**src/logic/disp_decode_pkg.sv**
```systemverilog
package disp_decode_pkg;

    //////////////////////////////////////////////////////////////////////
    // Window geometry and prefix bytes
    //////////////////////////////////////////////////////////////////////

    localparam int window_bytes = 16;
    localparam int max_prefixes = 3;   // Prefixes beyond this are not decoded.

    localparam logic [7:0] opcode_escape    = 8'h0F;
    localparam logic [7:0] prefix_addr_size = 8'h67;

    // Legacy prefixes other than the address-size override.
    localparam int legacy_prefix_count = 10;
    localparam logic [legacy_prefix_count-1:0][7:0] legacy_prefixes = {
        8'h66, 8'hF0, 8'hF2, 8'hF3, 8'h2E,
        8'h36, 8'h3E, 8'h26, 8'h64, 8'h65
    };

    //////////////////////////////////////////////////////////////////////
    // ModRM field values
    //////////////////////////////////////////////////////////////////////

    localparam logic [1:0] mod_mem       = 2'b00;
    localparam logic [1:0] mod_disp8     = 2'b01;
    localparam logic [1:0] mod_disp_full = 2'b10;
    localparam logic [1:0] mod_reg       = 2'b11;

    localparam logic [2:0] rm_sib    = 3'b100;   // SIB follows in 32-bit addressing.
    localparam logic [2:0] rm_disp32 = 3'b101;
    localparam logic [2:0] rm_disp16 = 3'b110;

    // Bit positions in the one-hot size select.
    localparam int size_none  = 0;
    localparam int size_byte  = 1;
    localparam int size_word  = 2;
    localparam int size_dword = 3;

    //////////////////////////////////////////////////////////////////////
    // Types
    //////////////////////////////////////////////////////////////////////

    // Byte 0 sits in the low bits.
    typedef logic [window_bytes-1:0][7:0] window_t;

    typedef struct packed {
        logic [max_prefixes:0] count_onehot;   // Bit k set means k prefixes.
        logic                  addr_override;
    } prefix_info_t;

    typedef struct packed {
        logic       double_opcode;
        logic       has_modrm;
        logic [1:0] mod;
        logic [2:0] rm;
        logic       has_sib;
    } modrm_info_t;

    // Bit 0 is no ModRM; bit k puts the displacement at byte k+1.
    typedef logic [6:0] disp_sel_t;

    typedef logic [3:0] disp_size_t;

    typedef struct packed {
        logic [31:0] disp;          // Sign-extended.
        logic [2:0]  disp_len;      // In bytes, zero when absent.
        logic [2:0]  disp_offset;   // Zero when absent.
        logic        has_disp;
    } disp_result_t;

endpackage

```
**src/logic/disp_decoder.sv**
```systemverilog
`timescale 1ns/1ns

module disp_decoder (
    input  logic                          clk,
    input  logic                          reset,
    input  logic                          in_valid,
    input  disp_decode_pkg::window_t      window,
    output logic                          out_valid,
    output disp_decode_pkg::disp_result_t result
);

    logic                          in_valid_q;
    disp_decode_pkg::window_t      window_q;
    disp_decode_pkg::prefix_info_t prefix_info;
    disp_decode_pkg::modrm_info_t  modrm_info;
    disp_decode_pkg::disp_sel_t    disp_sel;
    disp_decode_pkg::disp_size_t   disp_size;

    logic                          stage_valid;
    disp_decode_pkg::window_t      stage_window;
    disp_decode_pkg::disp_sel_t    stage_sel;
    disp_decode_pkg::disp_size_t   stage_size;
    disp_decode_pkg::disp_result_t extract_result;

    //////////////////////////////////////////////////////////////////////
    // Stage 1: locate the displacement
    //////////////////////////////////////////////////////////////////////

    prefix_scan prefix_scan_i (.window(window_q), .prefix_info(prefix_info));

    modrm_locate modrm_locate_i (
        .window      (window_q),
        .prefix_info (prefix_info),
        .modrm_info  (modrm_info)
    );

    disp_select disp_select_i (
        .prefix_info (prefix_info),
        .modrm_info  (modrm_info),
        .disp_sel    (disp_sel),
        .disp_size   (disp_size)
    );

    //////////////////////////////////////////////////////////////////////
    // Stage 2: extract
    //////////////////////////////////////////////////////////////////////

    disp_extract disp_extract_i (
        .window    (stage_window),
        .disp_sel  (stage_sel),
        .disp_size (stage_size),
        .result    (extract_result)
    );

    always_ff @(posedge clk) begin
        if (reset) begin
            in_valid_q  <= 1'b0;
            stage_valid <= 1'b0;
            out_valid   <= 1'b0;
        end else begin
            in_valid_q  <= in_valid;
            stage_valid <= in_valid_q;
            out_valid   <= stage_valid;   // A single-cycle pulse per window.
        end
    end

    always_ff @(posedge clk) begin
        if (in_valid) window_q <= window;
        if (in_valid_q) begin
            stage_window <= window_q;
            stage_sel    <= disp_sel;
            stage_size   <= disp_size;
        end
        if (stage_valid) result <= extract_result;
    end

endmodule

```
**src/logic/disp_extract.sv**
```systemverilog
`timescale 1ns/1ns

module disp_extract (
    input  disp_decode_pkg::window_t      window,
    input  disp_decode_pkg::disp_sel_t    disp_sel,
    input  disp_decode_pkg::disp_size_t   disp_size,
    output disp_decode_pkg::disp_result_t result
);

    logic [disp_decode_pkg::window_bytes*8-1:0] flat;
    logic [31:0] raw;            // Four bytes from the start position up.
    logic [31:0] ext_byte;
    logic [31:0] ext_word;
    logic [2:0]  offset;
    logic        has_disp;

    assign flat = window;

    //////////////////////////////////////////////////////////////////////
    // Byte alignment
    //////////////////////////////////////////////////////////////////////

    always_comb begin
        raw    = '0;
        offset = '0;
        for (int k = 1; k < $bits(disp_decode_pkg::disp_sel_t); k++) begin
            raw    |= flat[8*(k+1) +: 32] & {32{disp_sel[k]}};
            offset |= 3'(k + 1) & {3{disp_sel[k]}};
        end
    end

    //////////////////////////////////////////////////////////////////////
    // Sign extension
    //////////////////////////////////////////////////////////////////////

    assign ext_byte = {{24{raw[7]}}, raw[7:0]};
    assign ext_word = {{16{raw[15]}}, raw[15:0]};

    assign has_disp = ~disp_size[disp_decode_pkg::size_none] & ~disp_sel[0];

    assign result.disp = (ext_byte & {32{disp_size[disp_decode_pkg::size_byte]}})
                       | (ext_word & {32{disp_size[disp_decode_pkg::size_word]}})
                       | (raw      & {32{disp_size[disp_decode_pkg::size_dword]}});

    // The one-hot size doubles as the binary length 1, 2 or 4.
    assign result.disp_len = {disp_size[disp_decode_pkg::size_dword],
                              disp_size[disp_decode_pkg::size_word],
                              disp_size[disp_decode_pkg::size_byte]};

    assign result.disp_offset = offset & {3{has_disp}};
    assign result.has_disp    = has_disp;

endmodule

```
**src/logic/disp_select.sv**
```systemverilog
`timescale 1ns/1ns

module disp_select (
    input  disp_decode_pkg::prefix_info_t prefix_info,
    input  disp_decode_pkg::modrm_info_t  modrm_info,
    output disp_decode_pkg::disp_sel_t    disp_sel,
    output disp_decode_pkg::disp_size_t   disp_size
);

    logic [disp_decode_pkg::max_prefixes:0] p;
    logic dbl;
    logic sib;
    logic has_modrm;
    logic ovr;
    logic mod_is_mem;
    logic mod_is_disp8;
    logic mod_is_full;
    logic full_size;   // mod 10, or the mod 00 special case.

    assign p         = prefix_info.count_onehot;
    assign ovr       = prefix_info.addr_override;
    assign dbl       = modrm_info.double_opcode;
    assign sib       = modrm_info.has_sib;
    assign has_modrm = modrm_info.has_modrm;

    //////////////////////////////////////////////////////////////////////
    // Start position
    //////////////////////////////////////////////////////////////////////

    // Bit k is taken when prefixes plus double plus SIB add up to k-1.
    assign disp_sel[0] = ~has_modrm;

    assign disp_sel[1] = has_modrm & (p[0] & ~dbl & ~sib);

    assign disp_sel[2] = has_modrm & ((p[0] &  dbl & ~sib)
                                    | (p[0] & ~dbl &  sib)
                                    | (p[1] & ~dbl & ~sib));

    assign disp_sel[3] = has_modrm & ((p[0] &  dbl &  sib)
                                    | (p[1] &  dbl & ~sib)
                                    | (p[1] & ~dbl &  sib)
                                    | (p[2] & ~dbl & ~sib));

    assign disp_sel[4] = has_modrm & ((p[1] &  dbl &  sib)
                                    | (p[2] &  dbl & ~sib)
                                    | (p[2] & ~dbl &  sib)
                                    | (p[3] & ~dbl & ~sib));

    assign disp_sel[5] = has_modrm & ((p[2] &  dbl &  sib)
                                    | (p[3] &  dbl & ~sib)
                                    | (p[3] & ~dbl &  sib));

    assign disp_sel[6] = has_modrm & (p[3] & dbl & sib);

    //////////////////////////////////////////////////////////////////////
    // Width
    //////////////////////////////////////////////////////////////////////

    assign mod_is_mem   = has_modrm && (modrm_info.mod == disp_decode_pkg::mod_mem);
    assign mod_is_disp8 = has_modrm && (modrm_info.mod == disp_decode_pkg::mod_disp8);
    assign mod_is_full  = has_modrm && (modrm_info.mod == disp_decode_pkg::mod_disp_full);

    always_comb begin
        if (ovr) begin
            full_size = mod_is_full
                      || (mod_is_mem && (modrm_info.rm == disp_decode_pkg::rm_disp16));
        end else begin
            full_size = mod_is_full
                      || (mod_is_mem && (modrm_info.rm == disp_decode_pkg::rm_disp32));
        end
    end

    assign disp_size[disp_decode_pkg::size_byte]  = mod_is_disp8;
    assign disp_size[disp_decode_pkg::size_word]  = full_size & ovr;
    assign disp_size[disp_decode_pkg::size_dword] = full_size & ~ovr;
    assign disp_size[disp_decode_pkg::size_none]  = ~(mod_is_disp8 | full_size);   // Mod 11 too.

endmodule

```
**src/logic/modrm_locate.sv**
```systemverilog
`timescale 1ns/1ns

module modrm_locate (
    input  disp_decode_pkg::window_t      window,
    input  disp_decode_pkg::prefix_info_t prefix_info,
    output disp_decode_pkg::modrm_info_t  modrm_info
);

    logic [7:0] opcode;        // First opcode byte.
    logic [7:0] next_byte;     // Second opcode byte or ModRM.
    logic [7:0] third_byte;    // ModRM after a two-byte opcode.
    logic [7:0] modrm;
    logic       double_opcode;
    logic       one_byte_modrm;
    logic       two_byte_modrm;
    logic       has_modrm;

    //////////////////////////////////////////////////////////////////////
    // Opcode byte select by the one-hot prefix count
    //////////////////////////////////////////////////////////////////////

    always_comb begin
        opcode     = '0;
        next_byte  = '0;
        third_byte = '0;
        for (int k = 0; k <= disp_decode_pkg::max_prefixes; k++) begin
            opcode     |= window[k]   & {8{prefix_info.count_onehot[k]}};
            next_byte  |= window[k+1] & {8{prefix_info.count_onehot[k]}};
            third_byte |= window[k+2] & {8{prefix_info.count_onehot[k]}};
        end
    end

    assign double_opcode = (opcode == disp_decode_pkg::opcode_escape);

    //////////////////////////////////////////////////////////////////////
    // ModRM tables
    //////////////////////////////////////////////////////////////////////

    // ALU ops in 00-3F with bit 2 clear, then the group and move opcodes.
    assign one_byte_modrm = ((opcode[7:6] == 2'b00) && !opcode[2])
                          || (opcode[7:4] == 4'h8)
                          || (opcode inside {8'hC0, 8'hC1, 8'hC6, 8'hC7,
                                             8'hD0, 8'hD1, 8'hD2, 8'hD3,
                                             8'hF6, 8'hF7, 8'hFE, 8'hFF});

    // CMOVcc, IMUL and the MOVZX/MOVSX forms.
    assign two_byte_modrm = (next_byte[7:4] == 4'h4)
                          || (next_byte inside {8'hAF, 8'hB6, 8'hB7, 8'hBE, 8'hBF});

    assign has_modrm = double_opcode ? two_byte_modrm : one_byte_modrm;
    assign modrm     = double_opcode ? third_byte : next_byte;

    assign modrm_info.double_opcode = double_opcode;
    assign modrm_info.has_modrm     = has_modrm;
    assign modrm_info.mod           = modrm[7:6];
    assign modrm_info.rm            = modrm[2:0];

    // 16-bit addressing never takes a SIB byte.
    assign modrm_info.has_sib = has_modrm
                              && !prefix_info.addr_override
                              && (modrm[7:6] != disp_decode_pkg::mod_reg)
                              && (modrm[2:0] == disp_decode_pkg::rm_sib);

endmodule

```
**src/logic/prefix_scan.sv**
```systemverilog
`timescale 1ns/1ns

module prefix_scan (
    input  disp_decode_pkg::window_t      window,
    output disp_decode_pkg::prefix_info_t prefix_info
);

    logic [disp_decode_pkg::max_prefixes-1:0] is_prefix;
    logic [disp_decode_pkg::max_prefixes-1:0] is_addr;
    logic [disp_decode_pkg::max_prefixes-1:0] run;   // Bytes 0 to i are all prefixes.

    function automatic logic is_legacy(input logic [7:0] value);
        logic hit;
        hit = 1'b0;
        for (int j = 0; j < disp_decode_pkg::legacy_prefix_count; j++) begin
            hit |= (value == disp_decode_pkg::legacy_prefixes[j]);
        end
        return hit;
    endfunction

    //////////////////////////////////////////////////////////////////////
    // Byte classification
    //////////////////////////////////////////////////////////////////////

    always_comb begin
        for (int i = 0; i < disp_decode_pkg::max_prefixes; i++) begin
            is_addr[i]   = (window[i] == disp_decode_pkg::prefix_addr_size);
            is_prefix[i] = is_addr[i] | is_legacy(window[i]);
        end
    end

    // The scan stops at the first byte that is not a prefix.
    always_comb begin
        run[0] = is_prefix[0];
        for (int i = 1; i < disp_decode_pkg::max_prefixes; i++) begin
            run[i] = run[i-1] & is_prefix[i];
        end
    end

    //////////////////////////////////////////////////////////////////////
    // One-hot count
    //////////////////////////////////////////////////////////////////////

    always_comb begin
        prefix_info.count_onehot[0] = ~is_prefix[0];
        for (int k = 1; k < disp_decode_pkg::max_prefixes; k++) begin
            prefix_info.count_onehot[k] = run[k-1] & ~is_prefix[k];
        end
        prefix_info.count_onehot[disp_decode_pkg::max_prefixes] =
            run[disp_decode_pkg::max_prefixes-1];
    end

    assign prefix_info.addr_override = |(run & is_addr);   // Only counted bytes matter.

endmodule

```
**config.mk**
```make
export PLATFORM = sky130hd
export DESIGN_NAME = disp_decoder
export DESIGN_NICKNAME = d
export VERILOG_FILES = /design/src/logic/disp_decode_pkg.sv /design/src/logic/disp_decoder.sv /design/src/logic/disp_extract.sv /design/src/logic/disp_select.sv /design/src/logic/modrm_locate.sv /design/src/logic/prefix_scan.sv
export SDC_FILE = /design/constraint.sdc
export NUM_CORES = 1
export LEC_CHECK = 0
export ABC_AREA = 1
export BUFFER_PORTS_ARGS = -buffer_cell sky130_fd_sc_hd__buf_2
export CAP_MARGIN = 20
export CORE_AREA = 2 2 156 143
export DETAILED_ROUTE_END_ITERATION = 8
export DIE_AREA = 0 0 158 145
export HOLD_SLACK_MARGIN = 0.06
export PLACE_DENSITY = 0.74
export SLEW_MARGIN = 40
export SYNTH_ARGS = -nofsm -noshare
export SYNTH_HDL_FRONTEND = slang
export SYNTH_SLANG_ARGS = --single-unit
```
**constraint.sdc**
```tcl
create_clock -name clk -period 2.47 [get_ports clk]
set_input_delay 0.1235 -clock clk [delete_from_list [all_inputs] [get_ports clk]]
set_output_delay 0.1235 -clock clk [all_outputs]
set_load 0.02 [all_outputs]
```
==> impl_metrics.csv, run 1 <==
group,metric,value,unit
clock_tree,cts_sinks,213,
sta,fmax,0.345,GHz
clock_tree,ctsHtreeMaxLevel,1,
yosys,synth.net_count,977,
clock_tree,worst_setup_hold_path_clk_slew,0.06,ns
cells_and_area,layout-area-overhead-vs-synth,40.2,%
status,failing_checks,"negative setup slack",
grt,grt_pass1_wl,39100,um
drt,avg_wl_per_cell,17.2,um
power_and_ir_drop,p_total,9150,uW
floorplanning,floorplan.core_area,21300,um^2
floorplanning,die_h,145,um
drt,count_of_tritonroute_iterations_in_the_first_routing_pass,5,
drt,drc_errors,0,
yosys,yosys.cell_types.count,42,
sta,setup_violations,11,
floorplanning,rows,51,
drt,via_per_inst,5.15,
job,maxCapViolCount,0,
yosys,synth_enable_flop_cells,210,
critical_path,cp_data_arrival_time,3.17,ns
worst_hold_path,timing.hold.worst.start,"window[63]",
grt,grt_max_degree,59,
yosys,synth.largest_area_cell,"edfxtp_1",
power_and_ir_drop,pd_cells,691,nW/um^2
critical_path,cp_max_fo,6,
critical_path,rr_worst_depth,21,
floorplanning,die_area,22900,um^2
drt,post_route_ant_nets,0,
clock_tree,max-clock-path-buffers,3,
critical_path,critical_path.reg2reg.endpoint,"stage_sel[5]",
worst_hold_path,hold_depth,2,
yosys,synth_warnings,0,
worst_hold_path,hold_class,"in -> reg",
clock_tree,cts-buffers-inserted,22,
critical_path,worst-setup-path-type,"reg -> reg",
yosys,synth_area_leaders,"edfxtp_1 67%, nand2_1 8.7%, inv_1 3.7%",
power_and_ir_drop,worst_voltage_drop_across_the_vdd_grid,0.607,mV
yosys,netlist_area,9440,um^2
place,place.port_buffers,130,
critical_path,worst-r2r-setup-slack,-0.43,ns
critical_path,worstReg2RegStart,"window_q[1]",
critical_path,timing.critical_path.from,"window_q[1]",
critical_path,timing.critical_path.cells,"nand2_1, inv_1, nand2_1, nand3_2, o21ai_4, buf_6, nand3_1, buf_6, buf_4, nor2_4, nor2_2, nand2_2, nor2_4, nand3_1, nor2_1, buf_4, nor2_4, inv_2, buf_6, nand2_1, nor2_1",
cells_and_area,finish.instance_area,13200,um^2
yosys,ys_async_sr_fraction,0,%
grt,first_global_vias,7407,
floorplanning,io_pins,171,
floorplanning,die-width,158,um
sta,final_min_period_over_clock_period,117,%
yosys,synthesized_area_per_cell,11.2,um^2
place,routabilityCongestion,0.961,
yosys,top_cell_type_s_share_of_synthesized_area,66.8,%
cells_and_area,antenna_cells_inserted,0,
clock_tree,tritoncts,"built",
grt,grt_antenna_before_repair,1,
sta,fin_tns_setup,-4.02,ns
critical_path,worst_path_largest_cell_delay,0.44,ns
status,outcome,"complete, but fails checks",
drt,vias,7684,
sta,skew,0.0170,ns
critical_path,critical_path.endpoint_type,"register",
sta,max_slew_margin,52.5,%
place,dpl-instance-area,11200,um^2
sta,setup_repair_after_global_routing_missed_its_margin,"yes",
drt,detail_route.wirelength,25700,um
sta,post-route-worst-setup-slack,-0.430,ns
sta,final.min_clock_period,2.90,ns
critical_path,worst_ep_required,2.74,ns
place,post-dp-hpwl,17200,um
sta,report.final.hold_viol_count,0,
critical_path,cp-endpoint,"stage_sel[5]",
yosys,yosys.cell_count.top_type,"nand2_1",
cells_and_area,final_layout_size_suffix_gt1_share,30.9,%
yosys,synthesis.instances,846,
clock_tree,ctsRootBufferMaster,"clkbuf_16",
grt,grt_overflow_total,0,
cells_and_area,final_nets,1317,
sta,drv_slew,0,
yosys,ys_ff_latch,213,
critical_path,crit_path_top_delay_cell,"edfxtp_1",
sta,measured_slew_at_the_worst_slew_check_pin,0.713,ns
critical_path,critical_path.startpoint_type,"register",
floorplanning,start_util,44.3,%
sta,final_hold_slack,0.318,ns
clock_tree,clk_latency,0.51,ns
yosys,top_flip_flop_cell_by_instance_count_after_synthesis,"edfxtp_1",
yosys,yosysSeqAreaShare,67.4,%
power_and_ir_drop,p_leak,0.00559,uW
drt,dr.first_iter.drc_count,681,
yosys,synthTopCellsByCount,"220 x nand2_1, 210 x edfxtp_1, 93 x inv_1",
grt,grtUsageTotal,22.1,%
-- report_power, final --
group | switching, uW | internal [uW] | leakage, uW
Combinational | 681 | 567 | 0.00323
Clock | 1340 | 2120 | 0.000370
Sequential | 183 | 4260 | 0.00200
Total | 2200 | 6950 | 0.00559
-- cell usage in the layout (no fill, tap or decap), drive strengths merged, types with 3 or more instances in the layout --
cell type,instances
nand2,231
a221oi,14
nand4,9
a221o,5
nand3,45
dfxtp,3
o21ai,51
edfxtp,210
nor3,10
o31ai,11
clkinv,9
a22o,10
o22ai,20
clkbuf,27
dlygate4sd3,90
a21oi,11
a31oi,8
buf,255
inv,97
bufinv,4
nor2,65
nand3b,5
-- cell type report --
cell class                 instances  area [um^2]
fill                            1714         8080
sequential                       213         6370
multi-input combinational        505         2770
timing repair buffer             346         2600
clock buffer                      27          591
inverter                          98          370
tap                              291          364
clock inverter                    13          171
-- critical path: cells and delay by family (launching register included) --
kind            cells  cell delay, ns
simple gates       13            1.13
buf+inv             7            0.84
compound gates      1            0.27
flops               1            0.44
-- routing by layer --
metal	GRT usage, %	share of wire (%)
met1	31.2	41
met2	35.1	48
met3	3.35	7.9
met4	7.07	2.9
met5	0	0
-- what timing repair did --
| action | 4_1_cts | 5_1_grt |
|---|---|---|
| gates cloned | 0 | 1 |
| pin swaps | 30 | 22 |
| gates resized for setup | 43 | 33 |
| buffers inserted | 16 | 5 |
| hold buffers | 90 | 0 |
| setup endpoints to repair | 11 | 11 |
| endpoints found under the hold margin | 91 | 0 |
-- cell families (layout without fill, tap and decap cells) --
kind of cell / Yosys count / count (layout) / synth area share (%)
AO/OA/AOI/OAI: 139 / 139 / 9.78
buffers and inverters: 128 / 484 / 5.43
flip-flops: 213 / 213 / 67.4
AND/OR/NAND/NOR: 366 / 366 / 17.3
-- through the flow --
stage / setup slack, ns / util, % / instances
CTS: -0.331 / 61.4 / 1487
global placement: -0.538 / 52.3 / 1341
floorplan: -0.101 / - / 846
detailed placement: -0.546 / 52.3 / 1341
finish: -0.430 / 62.1 / 1493
global route: -0.613 / 62.1 / 1493
-- registers in the layout (all words and copies together) (netlist names) --
signal	cells
in_valid_q	1
out_valid	1
stage_window	72
stage_sel	7
stage_size	4
window_q	88
result	39
stage_valid	1
-- how the worst min path moves through the flow --
stage	to	slack, ns
floorplan	in_valid_q	0.19
global placement	window_q[75]	0.30
CTS	window_q[87]	0.30
detailed placement	window_q[13]	0.30
global route	window_q[82]	0.32
finish	window_q[63]	0.32
Note: power is estimated with default switching activity, not from simulation.
==> run 2: changes to the inputs <==
--- a/config.mk
+++ b/config.mk
@@ -11,2 +11,3 @@
 export CORE_AREA = 2 2 156 143
+export CTS_BUF_LIST = sky130_fd_sc_hd__clkbuf_4
 export DETAILED_ROUTE_END_ITERATION = 8
==> constraint.sdc (replaced) <==
create_clock -name clk -period 2.47 [get_ports clk]
set_input_delay 0 -clock clk [delete_from_list [all_inputs] [get_ports clk]]
set_output_delay 0 -clock clk [all_outputs]
set_load 0.02 [all_outputs]
==> run 2 against run 1 <==
Final area increased by 5.9%. Worst hold slack got worse by 0.19 ns. Worst setup slack lost 0.035 ns. Combinational power up 12%. Sequential cell count is the same. Maximum frequency is 1.2% lower. Utilization up 3.6 points. The flow still finishes with violations (negative setup slack). Critical path depth is 1 lower. Clock power shrank 21%. Total power shrank 6.3%.
==> impl_metrics.csv, run 2 (same netlist as run 1, synthesis figures left out) <==
group,metric,value,unit
critical_path,cp_max_fo,7,
critical_path,cp_data_arrival_time,3.32,ns
cells_and_area,largest_reg_flops,88,
sta,report.final.hold_viol_count,0,
grt,grt_overflow_total,0,
critical_path,cp_common_cell,"nand2_2",
critical_path,worst_ep_required,2.86,ns
sta,max_slew_margin,49.4,%
floorplanning,start_util,44.3,%
cells_and_area,final_cell_count_no_fill,1627,
drt,detail_route.wirelength,28300,um
place,routabilityCongestion,0.953,
floorplanning,die-width,158,um
critical_path,timing.critical_path.cells,"nand2_1, inv_1, nand2_1, nand3_2, o21ai_4, buf_4, buf_4, nand4_1, nand2_1, nor2_1, nand2_2, nor2_4, nand2_4, nand2_2, nand2_2, nand2_2, inv_2, nand3_4, nor2_2, nor2_1",
drt,drc_errors,0,
grt,grt_antenna_before_repair,1,
floorplanning,floorplan.core_area,21300,um^2
sta,drv_slew,0,
critical_path,critical_path.reg2reg.endpoint,"stage_sel[5]",
critical_path,crit_path_top_delay_cell,"edfxtp_1",
clock_tree,clk_latency,0.72,ns
worst_hold_path,worstHoldEndpoint,"window_q[34]",
status,outcome,"complete, but fails checks",
cells_and_area,top_register,"window_q",
critical_path,critical_path.startpoint_type,"register",
cells_and_area,multi_input_comb_area,2810,um^2
clock_tree,ctsHtreeMaxLevel,2,
worst_hold_path,hold_depth,2,
critical_path,worst-setup-path-type,"reg -> reg",
drt,count_of_tritonroute_iterations_in_the_first_routing_pass,5,
drt,dr.first_iter.drc_count,743,
cells_and_area,finish.instance_area,14000,um^2
critical_path,crit_family,"simple AND/OR/NAND/NOR gates",
critical_path,rr_worst_depth,20,
power_and_ir_drop,pd_cells,612,nW/um^2
sta,post-route-worst-setup-slack,-0.465,ns
clock_tree,ctsRootBufferMaster,"clkbuf_4",
place,place.port_buffers,130,
cells_and_area,area.sequential,6370,um^2
grt,grtUsageTotal,24.2,%
place,post-dp-hpwl,17300,um
cells_and_area,layout-area-overhead-vs-synth,48.4,%
drt,via_per_inst,5.10,
drt,vias,8299,
status,failing_checks,"negative setup slack",
grt,grt_pass1_wl,42600,um
sta,fin_tns_setup,-4.29,ns
worst_hold_path,hold_class,"in -> reg",
floorplanning,die_area,22900,um^2
critical_path,worst_path_largest_cell_delay,0.42,ns
floorplanning,die_h,145,um
cells_and_area,most_frequent_standard_cell_in_the_layout_excluding_fill_and_tap_cells,"edfxtp_1",
critical_path,worstReg2RegStart,"window_q[1]",
clock_tree,cts-buffers-inserted,54,
grt,grt_max_degree,51,
cells_and_area,final_layout_size_suffix_gt1_share,32.1,%
floorplanning,io_pins,171,
sta,final_hold_slack,0.129,ns
clock_tree,tritoncts,"built",
cells_and_area,final_nets,1441,
sta,final_min_period_over_clock_period,119,%
power_and_ir_drop,worst_voltage_drop_across_the_vdd_grid,0.500,mV
sta,skew,0.105,ns
floorplanning,rows,51,
cells_and_area,fill_cells,1608,
sta,setup_violations,11,
sta,measured_slew_at_the_worst_slew_check_pin,0.759,ns
sta,final.min_clock_period,2.93,ns
job,maxCapViolCount,0,
drt,avg_wl_per_cell,17.4,um
worst_hold_path,timing.hold.worst.start,"window[34]",
drt,post_route_ant_nets,0,
place,dpl-instance-area,11100,um^2
critical_path,crit_buf_inv,4,
sta,fmax,0.341,GHz
cells_and_area,largest_registers,"window_q (88), stage_window (72), result (39)",
clock_tree,max-clock-path-buffers,3,
sta,setup_repair_after_global_routing_missed_its_margin,"yes",
cells_and_area,top_library_cells_by_usage_in_the_layout_fill_and_taps_aside,"210 x edfxtp_1, 191 x nand2_1, 179 x dlygate4sd3_1",
clock_tree,worst_setup_hold_path_clk_slew,0.06,ns
critical_path,critical_path.endpoint_type,"register",
power_and_ir_drop,p_leak,0.00597,uW
critical_path,worst-r2r-setup-slack,-0.46,ns
place,placed_cells_incl_taps,1339,
clock_tree,cts_sinks,213,
grt,first_global_vias,8131,
==> run 2: changes by cell type in the layout (fill, tap and decap cells not counted), sizes merged, moves of 3 or more <==
cell,change
clkbuf,+43
buf,+4
bufinv,-4
inv,+3
dlygate4sd3,+89
==> run 2: worst reg2reg max path: stages (launching register included) <==
cell	delay, ns
edfxtp_1	0.42
nand2_1	0.13
inv_1	0.07
nand2_1	0.07
nand3_2	0.08
o21ai_4	0.28
buf_4	0.19
buf_4	0.14
nand4_1	0.16
nand2_1	0.12
nor2_1	0.05
nand2_2	0.11
nor2_4	0.07
nand2_4	0.15
nand2_2	0.08
nand2_2	0.06
nand2_2	0.07
inv_2	0.09
nand3_4	0.12
nor2_2	0.13
nor2_1	0.05
==> run 2: how the worst max path moves through the flow <==
stage	to	startpoint	slack, ns	depth (start not counted)
floorplan	stage_size[0]	window_q[1]	-0.10	24
finish	stage_sel[5]	window_q[1]	-0.46	20
global placement	stage_sel[4]	window_q[15]	-0.50	19
CTS	stage_sel[4]	window_q[1]	-0.34	20
detailed placement	stage_sel[4]	window_q[15]	-0.51	20
global route	stage_sel[2]	window_q[2]	-0.62	21
==> run 2: cell type report <==
type,instances,area share [%]
sequential,213,45.5
timing repair buffer,438,25.1
multi-input combinational,505,20.1
clock buffer,70,3.75
inverter,98,2.64
tap,291,2.60
clock inverter,11,0.393
antenna,1,0.0179
==> run 2: timing repair <==
item                                    CTS  global route
hold endpoints to repair                129             0
pin swaps                                22            38
endpoints found under the setup margin   11            11
hold buffers                            179             0
buffers inserted                         19             8
cloned                                    0             1
gates resized for setup                  41            50
==> run 2: routing by layer <==
metal  track usage, %  wire, um  part of all wire, %
met1             32.4     11300                   40
met2             40.6     14000                   49
met5                0         0                    0
met4             7.57       693                  2.4
met3             3.88      2360                  8.3
==> run 2: report_power, final <==
group          switching (uW)  leakage, uW  internal, uW
Combinational             721      0.00361           680
Sequential                186      0.00200          4260
Clock                    1420     0.000355          1310
==> run 2: stage by stage <==
step	worst slack, ns	power [uW]	utilization [%]
after global routing	-0.625	8950	65.7
after CTS	-0.342	8470	64.7
after detailed placement	-0.513	5530	52.3
final	-0.465	8570	65.7
after global placement	-0.498	5510	52.3
after floorplan	-0.101	5010	-
